## src/hdl/am_lock_cfg.svh

```systemverilog
`ifndef AM_LOCK_CFG_SVH
`define AM_LOCK_CFG_SVH

// logical lanes, one marker pattern each
`define AM_N_LANES 20

// 2 sync header bits plus 64 payload bits
`define AM_BLOCK_W 66

// blocks from one marker to the next, 16383 on real hardware
`define AM_SPACING 16

// search and lane timers count 1 .. AM_SPACING
`define AM_TIMER_W 5

`define AM_VALID_CNT_W 5   // lock threshold and valid counter
`define AM_INVALID_CNT_W 3 // unlock threshold and invalid counter

`endif

```

## src/hdl/am_marker_pkg.sv

```systemverilog
`default_nettype none

`include "am_lock_cfg.svh"

package am_marker_pkg;

	typedef logic [4:0] am_lane_t;

	// M0 M1 M2 M4 M5 M6, BIP3 and BIP7 left out
	typedef logic [47:0] am_pattern_t;

	localparam logic [1:0] AM_SYNC_HDR = 2'b10; // control block header

	// M4..M6 are the inverse of M0..M2
	localparam am_pattern_t am_table [`AM_N_LANES] = '{
		48'hC16821_3E97DE, // lane 0
		48'h9D718E_628E71,
		48'h594BE8_A6B417,
		48'h4D957B_B26A84,
		48'hF50709_0AF8F6,
		48'hDD14C2_22EB3D, // lane 5
		48'h9A4A26_65B5D9,
		48'h7B4566_84BA99,
		48'hA02476_5FDB89,
		48'h68C9FB_973604,
		48'hFD6C99_029366, // lane 10
		48'hB99155_466EAA,
		48'h5CB9B2_A3464D,
		48'h1AF8BD_E50742,
		48'h83C7CA_7C3835,
		48'h3536CD_CAC932, // lane 15
		48'hC4314C_3BCEB3,
		48'hADD6B7_522948,
		48'h5F662A_A099D5,
		48'hC0F0E5_3F0F1A  // lane 19
	};

endpackage

`default_nettype wire

```

## src/hdl/am_lock_pkg.sv

```systemverilog
`default_nettype none

package am_lock_pkg;

	// alignment marker lock states
	typedef enum logic [1:0]
	{
		INIT,
		WAIT_1ST,
		WAIT_2ND,
		LOCKED
	} am_lock_state_t;

	// one side of a four-phase req/ack link
	typedef enum logic [1:0]
	{
		IDLE,    // waiting to start a transfer
		HOLD,    // req/ack high, data held
		RELEASE  // handshake winding down
	} link_state_t;

endpackage

`default_nettype wire

```

## src/hdl/block_rx.sv

```systemverilog
`timescale 1ns/1ns
`default_nettype none

`include "am_lock_cfg.svh"

module block_rx import am_lock_pkg::*;
(
	input  logic                   i_clock,
	input  logic                   i_rst,
	input  logic                   i_in_req,
	input  logic [`AM_BLOCK_W-1:0] i_in_block,
	output logic                   o_in_ack,
	input  logic                   i_advance,
	output logic [`AM_BLOCK_W-1:0] o_block,
	output logic                   o_full
);

	link_state_t state;
	logic        full_q;
	logic        accept;

	// take a block only with an empty holder
	assign accept = (state == IDLE) && i_in_req && !full_q;
	assign o_full = full_q;

	always_ff @(posedge i_clock)
	begin
		if (accept)
			o_block <= i_in_block;
	end

	always_ff @(posedge i_clock)
	begin
		if (i_rst)
		begin
			state    <= IDLE;
			o_in_ack <= 1'b0;
			full_q   <= 1'b0;
		end
		else
		begin
			if (accept)
				full_q <= 1'b1;
			else if (i_advance)
				full_q <= 1'b0; // processing took the block

			case (state)
				IDLE:
				begin
					if (accept)
					begin
						o_in_ack <= 1'b1;
						state    <= HOLD;
					end
				end
				HOLD:
				begin
					if (!i_in_req)
					begin
						o_in_ack <= 1'b0;
						state    <= (full_q && !i_advance) ? RELEASE : IDLE;
					end
				end
				RELEASE:
				begin
					// ack is low, holder still busy
					if (i_advance)
						state <= IDLE;
				end
				default: state <= IDLE;
			endcase
		end
	end

endmodule

`default_nettype wire

```

## src/hdl/am_comparator.sv

```systemverilog
`timescale 1ns/1ns
`default_nettype none

`include "am_lock_cfg.svh"

module am_comparator import am_marker_pkg::*;
(
	input  logic [`AM_BLOCK_W-1:0] i_block,
	input  logic [`AM_N_LANES-1:0] i_match_mask,
	output logic [`AM_N_LANES-1:0] o_match_vector,
	output logic                   o_am_valid
);

	logic        sync_ok;
	am_pattern_t block_bits;
	logic [`AM_N_LANES-1:0] masked;

	// sync header sits on top of the block
	assign sync_ok = (i_block[`AM_BLOCK_W-1 -: 2] == AM_SYNC_HDR);

	// M0..M2 at [63:40], M4..M6 at [31:8]
	assign block_bits = {i_block[63:40], i_block[31:8]};

	// patterns are distinct, so at most one bit is set
	always_comb
	begin
		for (int i = 0; i < `AM_N_LANES; i++)
		begin
			o_match_vector[i] = sync_ok && (block_bits == am_table[i]);
		end
	end

	// after narrowing only the locked lane survives
	assign masked     = o_match_vector & i_match_mask;
	assign o_am_valid = |masked;

endmodule

`default_nettype wire

```

## src/hdl/am_lock_fsm.sv

```systemverilog
`timescale 1ns/1ns
`default_nettype none

`include "am_lock_cfg.svh"

module am_lock_fsm import am_lock_pkg::*;
(
	input  logic                         i_clock,
	input  logic                         i_rst,
	input  logic                         i_block_lock,
	input  logic                         i_valid,
	input  logic                         i_am_valid,
	input  logic [`AM_N_LANES-1:0]       i_match_vector,
	input  logic [`AM_VALID_CNT_W-1:0]   i_lock_thr,
	input  logic [`AM_INVALID_CNT_W-1:0] i_unlock_thr,
	output logic [`AM_N_LANES-1:0]       o_match_mask,
	output logic                         o_am_lock,
	output logic                         o_start_of_lane,
	output logic                         o_resync
);

	localparam logic [`AM_TIMER_W-1:0] TIMER_END   = `AM_TIMER_W'(`AM_SPACING);
	localparam logic [`AM_TIMER_W-1:0] TIMER_START = `AM_TIMER_W'(1);

	am_lock_state_t state, next_state;

	logic [`AM_N_LANES-1:0]       mask, mask_next;
	logic [`AM_TIMER_W-1:0]       search_timer, lane_timer;
	logic [`AM_VALID_CNT_W-1:0]   valid_cnt, valid_cnt_next;
	logic [`AM_INVALID_CNT_W-1:0] invalid_cnt, invalid_cnt_next, invalid_cnt_inc;
	logic search_done, lane_wrap;
	logic search_restart, lane_restart;
	logic fsm_clear;

	assign fsm_clear       = i_rst || !i_block_lock; // losing block lock acts as reset
	assign search_done     = (search_timer == TIMER_END);
	assign lane_wrap       = (lane_timer == TIMER_END);
	assign invalid_cnt_inc = invalid_cnt + 1'b1;

	assign o_match_mask = mask;
	assign o_am_lock    = (state == LOCKED);

	always_comb
	begin
		next_state       = state;
		mask_next        = mask;
		valid_cnt_next   = '0;
		invalid_cnt_next = '0;
		search_restart   = 1'b0;
		lane_restart     = 1'b0;

		case (state)
			INIT:
			begin
				mask_next  = '1;
				next_state = WAIT_1ST;
			end
			WAIT_1ST:
			begin
				if (i_am_valid)
				begin
					mask_next      = i_match_vector; // narrow to the lane just seen
					search_restart = 1'b1;
					next_state     = WAIT_2ND;
				end
			end
			WAIT_2ND:
			begin
				valid_cnt_next = valid_cnt;
				if (search_done && i_am_valid)
				begin
					if (valid_cnt == i_lock_thr)
					begin
						lane_restart = 1'b1;
						next_state   = LOCKED;
					end
					else
					begin
						valid_cnt_next = valid_cnt + 1'b1;
					end
				end
				else if (search_done)
				begin
					// marker missing at the expected spot
					mask_next  = '1;
					next_state = WAIT_1ST;
				end
			end
			LOCKED:
			begin
				invalid_cnt_next = invalid_cnt;
				if (search_done && i_am_valid)
				begin
					invalid_cnt_next = '0;
				end
				else if (search_done)
				begin
					if (invalid_cnt_inc >= i_unlock_thr)
					begin
						mask_next  = '1;
						next_state = WAIT_1ST;
					end
					else
					begin
						invalid_cnt_next = invalid_cnt_inc;
					end
				end
			end
			default: next_state = INIT;
		endcase
	end

	always_ff @(posedge i_clock)
	begin
		if (fsm_clear)
		begin
			state           <= INIT;
			mask            <= '1;
			valid_cnt       <= '0;
			invalid_cnt     <= '0;
			search_timer    <= TIMER_START;
			lane_timer      <= TIMER_START;
			o_start_of_lane <= 1'b0;
		end
		else if (i_valid)
		begin
			state       <= next_state;
			mask        <= mask_next;
			valid_cnt   <= valid_cnt_next;
			invalid_cnt <= invalid_cnt_next;

			// both timers count blocks and wrap at the marker spacing
			search_timer <= (search_restart || search_done) ? TIMER_START : search_timer + 1'b1;
			lane_timer   <= (lane_restart || lane_wrap) ? TIMER_START : lane_timer + 1'b1;

			// flags the block one full period after the lock point
			o_start_of_lane <= lane_wrap && (state == LOCKED) && (next_state == LOCKED);
		end
	end

	// one cycle pulse when locking moves the lane boundary
	always_ff @(posedge i_clock)
	begin
		if (fsm_clear)
			o_resync <= 1'b0;
		else
			o_resync <= i_valid && lane_restart && (lane_timer != search_timer);
	end

endmodule

`default_nettype wire

```

## src/hdl/lane_tx.sv

```systemverilog
`timescale 1ns/1ns
`default_nettype none

`include "am_lock_cfg.svh"

module lane_tx import am_lock_pkg::*, am_marker_pkg::*;
(
	input  logic                   i_clock,
	input  logic                   i_rst,
	input  logic                   i_load,
	input  logic [`AM_BLOCK_W-1:0] i_block,
	input  logic                   i_am_lock,
	input  logic                   i_start_of_lane,
	input  logic [`AM_N_LANES-1:0] i_match_mask,
	output logic                   o_empty,
	output logic                   o_out_req,
	input  logic                   i_out_ack,
	output logic [`AM_BLOCK_W-1:0] o_out_block,
	output logic                   o_out_am_lock,
	output logic                   o_out_start_of_lane,
	output am_lane_t               o_out_lane
);

	link_state_t state;
	logic        pending; // block loaded, status not sampled yet

	// one-hot mask to lane index
	function automatic am_lane_t encode_lane(input logic [`AM_N_LANES-1:0] mask);
		am_lane_t lane;
		lane = '0;
		for (int i = 0; i < `AM_N_LANES; i++)
		begin
			if (mask[i])
				lane = am_lane_t'(i);
		end
		return lane;
	endfunction

	assign o_empty = (state == IDLE) && !pending;

	always_ff @(posedge i_clock)
	begin
		if (i_load)
			o_out_block <= i_block;
	end

	always_ff @(posedge i_clock)
	begin
		if (i_rst)
		begin
			state               <= IDLE;
			pending             <= 1'b0;
			o_out_req           <= 1'b0;
			o_out_am_lock       <= 1'b0;
			o_out_start_of_lane <= 1'b0;
			o_out_lane          <= '0;
		end
		else
		begin
			case (state)
				IDLE:
				begin
					if (pending)
					begin
						// FSM now shows the status of this block
						o_out_am_lock       <= i_am_lock;
						o_out_start_of_lane <= i_start_of_lane;
						o_out_lane          <= i_am_lock ? encode_lane(i_match_mask) : '0;
						o_out_req           <= 1'b1;
						pending             <= 1'b0;
						state               <= HOLD;
					end
					else if (i_load)
						pending <= 1'b1;
				end
				HOLD:
				begin
					if (i_out_ack)
					begin
						o_out_req <= 1'b0;
						state     <= RELEASE;
					end
				end
				RELEASE:
				begin
					if (!i_out_ack)
						state <= IDLE; // sink done
				end
				default: state <= IDLE;
			endcase
		end
	end

endmodule

`default_nettype wire

```

## src/hdl/am_lock_top.sv

```systemverilog
`timescale 1ns/1ns
`default_nettype none

`include "am_lock_cfg.svh"

module am_lock_top import am_marker_pkg::*;
(
	input  logic                         i_clock,
	input  logic                         i_rst,
	input  logic                         i_block_lock,
	input  logic [`AM_VALID_CNT_W-1:0]   i_lock_thr,
	input  logic [`AM_INVALID_CNT_W-1:0] i_unlock_thr,
	input  logic                         i_in_req,
	input  logic [`AM_BLOCK_W-1:0]       i_in_block,
	output logic                         o_in_ack,
	output logic                         o_out_req,
	input  logic                         i_out_ack,
	output logic [`AM_BLOCK_W-1:0]       o_out_block,
	output logic                         o_out_am_lock,
	output logic                         o_out_start_of_lane,
	output am_lane_t                     o_out_lane,
	output logic                         o_resync
);

	logic                   advance;
	logic                   rx_full, tx_empty;
	logic [`AM_BLOCK_W-1:0] held_block;
	logic [`AM_N_LANES-1:0] match_vector, match_mask;
	logic                   am_valid, am_lock, start_of_lane;

	// single enable for the processing part
	assign advance = rx_full && tx_empty;

	block_rx u_block_rx (
		.i_clock    (i_clock),
		.i_rst      (i_rst),
		.i_in_req   (i_in_req),
		.i_in_block (i_in_block),
		.o_in_ack   (o_in_ack),
		.i_advance  (advance),
		.o_block    (held_block),
		.o_full     (rx_full)
	);

	am_comparator u_am_comparator (
		.i_block        (held_block),
		.i_match_mask   (match_mask),
		.o_match_vector (match_vector),
		.o_am_valid     (am_valid)
	);

	am_lock_fsm u_am_lock_fsm (
		.i_clock         (i_clock),
		.i_rst           (i_rst),
		.i_block_lock    (i_block_lock),
		.i_valid         (advance),
		.i_am_valid      (am_valid),
		.i_match_vector  (match_vector),
		.i_lock_thr      (i_lock_thr),
		.i_unlock_thr    (i_unlock_thr),
		.o_match_mask    (match_mask),
		.o_am_lock       (am_lock),
		.o_start_of_lane (start_of_lane),
		.o_resync        (o_resync)
	);

	lane_tx u_lane_tx (
		.i_clock             (i_clock),
		.i_rst               (i_rst),
		.i_load              (advance),
		.i_block             (held_block),
		.i_am_lock           (am_lock),
		.i_start_of_lane     (start_of_lane),
		.i_match_mask        (match_mask),
		.o_empty             (tx_empty),
		.o_out_req           (o_out_req),
		.i_out_ack           (i_out_ack),
		.o_out_block         (o_out_block),
		.o_out_am_lock       (o_out_am_lock),
		.o_out_start_of_lane (o_out_start_of_lane),
		.o_out_lane          (o_out_lane)
	);

endmodule

`default_nettype wire

```

## config.mk

```make
export PLATFORM = sky130hd
export DESIGN_NAME = am_lock_top
export DESIGN_NICKNAME = d
export VERILOG_FILES = /design/src/hdl/am_marker_pkg.sv /design/src/hdl/am_lock_pkg.sv /design/src/hdl/block_rx.sv /design/src/hdl/am_comparator.sv /design/src/hdl/am_lock_fsm.sv /design/src/hdl/lane_tx.sv /design/src/hdl/am_lock_top.sv
export VERILOG_INCLUDE_DIRS = /design/src /design/src/hdl
export SDC_FILE = /design/constraint.sdc
export NUM_CORES = 1
export LEC_CHECK = 0
export ABC_AREA = 0
export BUFFER_PORTS_ARGS = -buffer_cell sky130_fd_sc_hd__buf_2
export CAP_MARGIN = 20
export CORE_ASPECT_RATIO = 0.6
export CORE_MARGIN = 3
export CORE_UTILIZATION = 50
export CTS_CLUSTER_DIAMETER = 60
export DETAILED_ROUTE_END_ITERATION = 8
export PLACE_DENSITY = 0.73
export SETUP_SLACK_MARGIN = 0.2
export SLEW_MARGIN = 40
export SYNTH_ARGS = -nofsm -noshare
export SYNTH_HDL_FRONTEND = slang
export SYNTH_SLANG_ARGS = --single-unit
```

## constraint.sdc

```tcl
create_clock -name i_clock -period 8.9 [get_ports i_clock]
set_input_delay 0.89 -clock i_clock [delete_from_list [all_inputs] [get_ports i_clock]]
set_output_delay 0.89 -clock i_clock [all_outputs]
set_load 0.02 [all_outputs]
```

==> metrics.md, run 1 <==
| Metric | Value |
|---|---|
| Hold EP | `u_lane_tx.o_out_block[5]` |
| Worst skew pair latency | `440 ps` |
| Fin crit share | `between 30% and 40%` |
| Hold Crit Start | `u_block_rx.o_block[5]` |
| Crit-path slowest cell | `and4bb_1` |
| Initial DRT Pass Iterations | `5` |
| Maximum vdd ir drop | `0.140 mV` |
| Die width | `around 180 um` |
| ANT cells | `0` |
| GRT overflow | `0` |
| Drt via density | `6.30` |
| FF-to-FF setup slack | `roughly 5600 ps` |
| Vias | `between 6,000 and 7,000` |
| Asr flop ratio synth | `0%` |
| Max Freq | `about 300 MHz` |
| CP Cell Sequence | `and4bb_1, nand4_1, nor4_1, a22oi_1, and4_1, and4b_1, a31oi_4, a31oi_1` |
| Crit path depth | `8` |
| Reg-to-Reg Start | `u_block_rx.o_block[23]` |
| Most common cell after layout, fill and taps aside | `buf_2` |
| Crit path arrival time | `3650 ps` |
| Post-synth net total | `790` |
| Design area | `approximately 10,000 um2` |
| Post-place instance area | `between 9000 and 10,000 um2` |
| Clock Path Buffers | `2` |
| Clock Skew | `around 14 ps` |
| EDFF count, synth | `132` |
| Top_reg_cell synth | `edfxtp_1` |
| Drt wl/cell | `23.3 um` |
| Top cell type's share of synthesized area | `a little under half` |
| Worst Path Buf+Inv | `0` |
| Leak | `between 3 and 4 nW` |
| Gpl congestion | `roughly 0.99` |
| Post-synth top area cell | `edfxtp_1` |
| Mapped Area | `8630 um2` |
| Fin. max-slew vios | `0` |
| Global-route wire length before repair | `approximately 39,000 um` |
| Worst Path Max Fanout | `17` |
| Rows | `36` |
| Clock sinks | `between 150 and 200` |
| Worst hold path stage count | `0` |
| Synth top area cells | `edfxtp_1, dfxtp_1, and4bb_2` |
| Relative slew slack | `47.3%` |
| I/O Buffers | `between 150 and 200` |
| CP required | `between 9000 and 10,000 ps` |
| Number of nets with antenna violations after routing | `0` |
| TritonCTS buffer count | `17` |
| Power Density | `about 190 nW/um2` |
| Synthesized area per cell | `roughly 12 um2` |
| Initial Util | `52.0%` |
| Max-capacitance violation count | `0` |
| Yosys reg bits | `about 190` |
| R2R cell count | `8` |
| Post-CTS Setup Inserts | `0` |
| Total negative slack | `0 ps` |
| CP Capture Type | `flip-flop` |
| Post-Syn Instances | `~700` |
| Worst R2R End | `u_am_lock_fsm.o_match_mask[10]` |
| Layout cell share with drive strength beyond 1 | `slightly below 30%` |
| H-tree lvl count | `4` |
| Hold Buf Count CTS | `0` |
| Initial DRC Count | `about 860` |
| Overall routing resource usage | `27.3%` |
| Final hold vios | `0` |
| CTS tree | `done` |
| Largest stage delay, worst path | `640 ps` |
| Status | `complete, no violations` |
| Post-CTS Resized | `0` |
| Die area | `between 15,000 and 20,000 um2` |
| Synth Warn # | `0` |
| Vias in the first global route | `roughly 6,600` |
| Slew at the pin closest to its max-slew limit | `779 ps` |
| Largest net degree at the start of global routing | `67` |
| Layout Area Growth over Synthesis | `17.0%` |
| Critical Path Start Type | `flip-flop` |
| Io pins | `about 160` |
| # DRC | `0` |
| Reg clk slew, reported paths | `~70 ps` |
| Die Y | `108 um` |
| Core area | `approximately 17,000 um2` |
| Final worst path period need | `3340 ps` |
| WL final | `approximately 25,000 um` |
| Final setup violating endpoints | `0` |
| RSZ-0062 raised after global routing | `false` |
| Critical path class | `reg2reg` |
| Post-synthesis sequential area ratio | `about three fifths` |
| Hpwl dp | `around 19,000 um` |
| Unique masters post-synth | `71` |
| Hold WC Path Type | `reg2reg` |
| Most frequent cells in the layout | `buf_2, edfxtp_1, dfxtp_1` |
| Delay-heaviest family, CP | `simple AND/OR/NAND/NOR gates` |
| Initial antenna violation count | `0` |
| Root buffer cell | `clkbuf_16` |
| Final #Nets | `between 900 and 1,000` |
==> where the power goes <==
part	internal [mW]	switching, mW
Clock	0.383	0.324
Sequential	0.993	0.0263
Combinational	0.0481	0.0978
==> final cells by class <==
cell class | count | area, um2
sequential | 189 | 5100
multi-input combinational | 447 | 3230
fill | 1344 | 6480
inverter | 32 | 121
tap | 228 | 285
timing repair buffer | 158 | 805
clock inverter | 15 | 124
clock buffer | 17 | 425
==> logic make-up (layout without fill, tap and decap cells) <==
group / after synthesis / in the layout / share of synthesized area [%]
AO/OA/AOI/OAI: 90 / 90 / 7.24
XOR/XNOR: 19 / 19 / 1.93
adder cells (fa/ha/maj): 9 / 9 / 1.31
buffers and inverters: 66 / 222 / 3.68
flip-flops: 189 / 189 / 59.2
multiplexers: 3 / 3 / 0.348
AND/OR/NAND/NOR: 326 / 326 / 26.3
==> per-stage QoR <==
step	power, mW	util (%)	cells	hold slack (ps)	setup slack [ps]
floorplan	1.12	-	702	400	5270
global placement	1.18	57.5	1054	400	5450
detailed placement	1.18	57.5	1054	405	5660
CTS	1.88	60.9	1086	419	5660
global route	1.94	60.9	1086	425	5440
finish	1.87	60.9	1086	417	5560
==> how the worst max path moves through the flow <==
stage                                       from                              to  slack (ps)
final                     u_block_rx.o_block[23]  u_am_lock_fsm.o_match_mask[10]        5560
after detailed placement  u_block_rx.o_block[23]  u_am_lock_fsm.o_match_mask[10]        5660
after global routing      u_block_rx.o_block[61]   u_am_lock_fsm.o_match_mask[6]        5440
after floorplan               u_lane_tx.state[1]    u_am_lock_fsm.invalid_cnt[1]        5270
after global placement    u_block_rx.o_block[14]   u_am_lock_fsm.o_match_mask[9]        5450
after CTS                 u_block_rx.o_block[23]  u_am_lock_fsm.o_match_mask[10]        5660
==> registers in the layout, summed over array words and instances (netlist names) <==
signal,count
u_am_lock_fsm.valid_cnt,5
u_lane_tx.state,2
u_lane_tx.o_out_am_lock,1
u_am_lock_fsm.o_resync,1
u_block_rx.state,2
u_lane_tx.o_out_lane,5
u_am_lock_fsm.state,2
u_block_rx.o_full,1
u_am_lock_fsm.invalid_cnt,3
u_block_rx.o_block,66
u_am_lock_fsm.o_start_of_lane,1
u_block_rx.o_in_ack,1
u_lane_tx.o_out_start_of_lane,1
u_lane_tx.o_out_block,66
u_lane_tx.o_out_req,1
u_am_lock_fsm.lane_timer,5
u_am_lock_fsm.o_match_mask,20
u_am_lock_fsm.search_timer,5
u_lane_tx.pending,1
==> worst reg2reg max path, delay by kind of cell, from the launching register on <==
family           cells  cell delay (ps)
flip-flops           1              440
AND/OR/NAND/NOR      5             2060
AO/OA/AOI/OAI        3              730
==> layer usage <==
layer	vias to the layer above	track usage [%]	part of all wire, %
met3	28	7.47	10
li1	3072	-	-
met1	3343	41.5	47
met2	392	38.5	42
met4	2	6.55	0.94
met5	-	0	0.17
==> cell usage after synthesis, drive strengths merged (2+ instances only) <==
cell,number
nand2b,7
nand4b,2
edfxtp,132
nor2b,3
mux2i,3
or2,2
nor4,45
nor2,29
xor2,12
clkbuf,10
and4,5
or4b,2
inv,32
nand2,33
o311a,2
a21oi,17
nor3,31
nand3b,2
nand4,60
buf,24
ha,9
o21ai,11
nand3,39
a31oi,21
and4bb,44
and3,5
dfxtp,57
xnor2,7
a211oi,2
o31ai,2
a22oi,11
a21o,2
o31a,3
a21boi,2
or3,5
nor4bb,5
o21bai,4
a222oi,2
and2b,3
(Power assumes the default switching activity.)
==> inputs of run 2 (changes only) <==
--- a/config.mk
+++ b/config.mk
@@ -6,7 +6,7 @@
 export SDC_FILE = /design/constraint.sdc
 export NUM_CORES = 1
 export LEC_CHECK = 0
-export ABC_AREA = 0
+export ABC_AREA = 1
 export BUFFER_PORTS_ARGS = -buffer_cell sky130_fd_sc_hd__buf_2
 export CAP_MARGIN = 20
 export CORE_ASPECT_RATIO = 0.6
@@ -14,7 +14,7 @@
 export CORE_UTILIZATION = 50
 export CTS_CLUSTER_DIAMETER = 60
 export DETAILED_ROUTE_END_ITERATION = 8
-export PLACE_DENSITY = 0.73
+export PLACE_DENSITY = 0.75
 export SETUP_SLACK_MARGIN = 0.2
 export SLEW_MARGIN = 40
 export SYNTH_ARGS = -nofsm -noshare
==> constraint.sdc (replaced) <==
create_clock -name i_clock -period 3.05 [get_ports i_clock]
set_input_delay 0.305 -clock i_clock [delete_from_list [all_inputs] [get_ports i_clock]]
set_output_delay 0.305 -clock i_clock [all_outputs]
set_load 0.02 [all_outputs]
==> metrics.md, run 2 <==
| Metric | Value |
|---|---|
| Asr flop ratio synth | `0%` |
| CP Cell Sequence | `inv_1, nand2_1, nor2_1, nand3_1, nor2_1, nand3_1, nand2_1, inv_2, nand2_1, nor2_4, nand3_1, nand2_2, nand3_1, buf_6, nand2_1, nand3_1` |
| Routing usage on met3 | `under 10%` |
| Worst Path Max Fanout | `17` |
| Busiest grt layer | `met1` |
| Hold Buf Count CTS | `0` |
| Worst Path Buf+Inv | `3` |
| Unique masters post-synth | `33` |
| Synth top area cells | `edfxtp_1, dfxtp_1, nand2_1` |
| Maximum vdd ir drop | `0.342 mV` |
| Most frequent cells in the layout | `nand2_1, nor2_1, buf_2` |
| Root buffer cell | `clkbuf_16` |
| Clock sinks | `between 150 and 200` |
| Final setup violating endpoints | `0` |
| Gate power share | `between 10% and 20%` |
| Synth Warn # | `0` |
| Power Density | `between 500 and 600 nW/um2` |
| ANT cells | `0` |
| Status | `complete, no violations` |
| Most common cell after layout, fill and taps aside | `nand2_1` |
| Clock Skew | `roughly 11 ps` |
| Fin Hold WS | `38.4 ps` |
| Top_reg_cell synth | `edfxtp_1` |
| Leak | `between 4 and 5 nW` |
| CTS tree | `done` |
| Mapped Area | `8980 um2` |
| I/O Buffers | `154` |
| Number of nets with antenna violations after routing | `0` |
| Crit-path slowest cell | `edfxtp_1` |
| Final #Nets | `1,321` |
| Die width | `approximately 180 um` |
| Overall routing resource usage | `25.2%` |
| EDFF count, synth | `about 130` |
| Post-synth net total | `between 1,000 and 1,500` |
| Synthesized area per cell | `8.44 um2` |
| Psw | `between 1.5 and 2 mW` |
| Drt wl/cell | `roughly 16 um` |
| Relative slew slack | `between 50% and 60%` |
| Critical Path Start Type | `flip-flop` |
| CP Capture Type | `flip-flop` |
| Worst skew pair latency | `about 440 ps` |
| Slew at the pin closest to its max-slew limit | `between 600 and 700 ps` |
| Initial DRC Count | `772` |
| Drt via density | `between 5 and 6` |
| Sw Ratio | `26.3%` |
| Layout Area Growth over Synthesis | `19.0%` |
| Reg clk slew, reported paths | `roughly 70 ps` |
| Max-capacitance violation count | `0` |
| Fin crit share | `between 80% and 90%` |
| Total negative slack | `0 ps` |
| Rows | `37` |
| Largest net degree at the start of global routing | `43` |
| Die area | `19,700 um2` |
| Commonest cells post-synth | `nand2_1, nor2_1, edfxtp_1, inv_1, nand3_1` |
| Internal power | `around 4.3 mW` |
| Layout cell share with drive strength beyond 1 | `between 20% and 30%` |
| GRT overflow | `0` |
| Crit path arrival time | `about 3000 ps` |
| Core area | `around 17,000 um2` |
| Vias in the first global route | `7,014` |
| # DRC | `0` |
| Initial DRT Pass Iterations | `6` |
| Gpl congestion | `around 1.1` |
| Met2 usage | `between 30% and 40%` |
| GR Util met1 | `38.5%` |
| Yosys reg bits | `between 150 and 200` |
| Clk pwr share | `between 30% and 40%` |
| Global-route wire length before repair | `37,300 um` |
| Final hold vios | `0` |
| RSZ-0062 raised after global routing | `false` |
| Hpwl dp | `18,700 um` |
| Final Util | `roughly 62%` |
| Largest stage delay, worst path | `~460 ps` |
| Post-Syn Instances | `about 1,100` |
| CP required | `3420 ps` |
| Io pins | `155` |
| Post-synthesis sequential area ratio | `between 50 and 60%` |
| Critical path class | `reg2reg` |
| Die Y | `approximately 110 um` |
| Vias | `7,740` |
| Final worst path period need | `approximately 2600 ps` |
| Post-synth top area cell | `edfxtp_1` |
| Initial Util | `51.8%` |
| Most common cell on crit path | `nand3_1` |
| Top cell type's share of synthesized area | `about 44%` |
| Max Freq | `roughly 380 MHz` |
| Clock Path Buffers | `2` |
| Initial antenna violation count | `0` |
| Share of power burned in registers | `52.4%` |
| H-tree lvl count | `4` |
| TritonCTS buffer count | `17` |
| WL final | `between 20,000 and 25,000 um` |
| Count leader, synth | `nand2_1` |
| Fin. max-slew vios | `0` |
| Hold WC Path Type | `in2reg` |
| Delay-heaviest family, CP | `simple AND/OR/NAND/NOR gates` |
-- run 2: cell count changes after synthesis, moves of 13 or more --
cell,delta
nand4_1,-26
nand2_1,+256
nor2_1,+167
a21oi_1,+13
inv_2,+19
nor3_1,-18
and4bb_2,-30
inv_1,+86
nor4_1,-34
a31oi_1,-20
nand3_1,+58
-- run 2: worst paths after layout --
check / start / to / slack (ps) / cells after the start
worst max-delay path: u_block_rx.o_block[10] / u_am_lock_fsm.o_match_mask[11] / 410 / 16
worst min-delay path: i_in_block[64] / u_block_rx.o_block[64] / 40 / 1
worst max register to register: u_block_rx.o_block[10] / u_am_lock_fsm.o_match_mask[11] / 410 / 16
worst min register to register: u_block_rx.o_block[36] / u_lane_tx.o_out_block[36] / 410 / 0
-- run 2: area by class of cell --
cell class | instances | area, um2
inverters | 138 | 518
fillers | 1521 | 6670
well taps | 234 | 293
clock buffers | 18 | 429
repair buffers | 167 | 885
clock inverters | 14 | 148
flip-flops and latches | 189 | 5100
multi-input cells | 720 | 3320
-- run 2: worst register-to-register path, delay by kind of cell (launching register included) --
family / cells / cell delay, ps
flops: 1 / 460
buf+inv: 3 / 360
simple gates: 13 / 1750
-- run 2: cells by family (layout without fill, tap and decap cells) --
group,after synthesis,after routing,synth area share [%]
AO/OA/AOI/OAI,47,47,2.92
XOR/XNOR,15,15,1.46
buffers and inverters,156,337,6.70
AND/OR/NAND/NOR,649,649,30.8
adder cells (fa/ha/maj),9,9,1.25
flip-flops,189,189,56.8
-- run 2: routing by layer --
layer | vias to the layer above | part of all wire [%]
li1 | 3787 | -
met1 | 3551 | 48
met2 | 376 | 38
met3 | 26 | 13
met4 | 0 | 1.0
met5 | - | 0
-- run 2: power groups by stage --
stage               Combinational, mW  Clock (mW)  Sequential, mW
CTS                             0.582        2.21            3.03
global placement                0.567           0            3.07
global route                    0.657        2.32            3.04
finish                          0.591        2.16            3.03
floorplan                       0.299           0            3.12
detailed placement              0.577           0            3.08
-- run 2: what timing repair did --
item / CTS / global route
gates resized for setup: 0 / 10
setup buffers: 0 / 1
setup endpoints to repair: 0 / 17
-- run 2: through the flow --
step	instances	instance area [um2]	worst slack (ps)	total power, mW
after CTS	1479	10700	408	5.82
after detailed placement	1447	10100	444	3.66
after global placement	1447	10100	455	3.64
final	1480	10700	414	5.78
after floorplan	1065	8990	630	3.42
after global routing	1480	10700	218	6.02
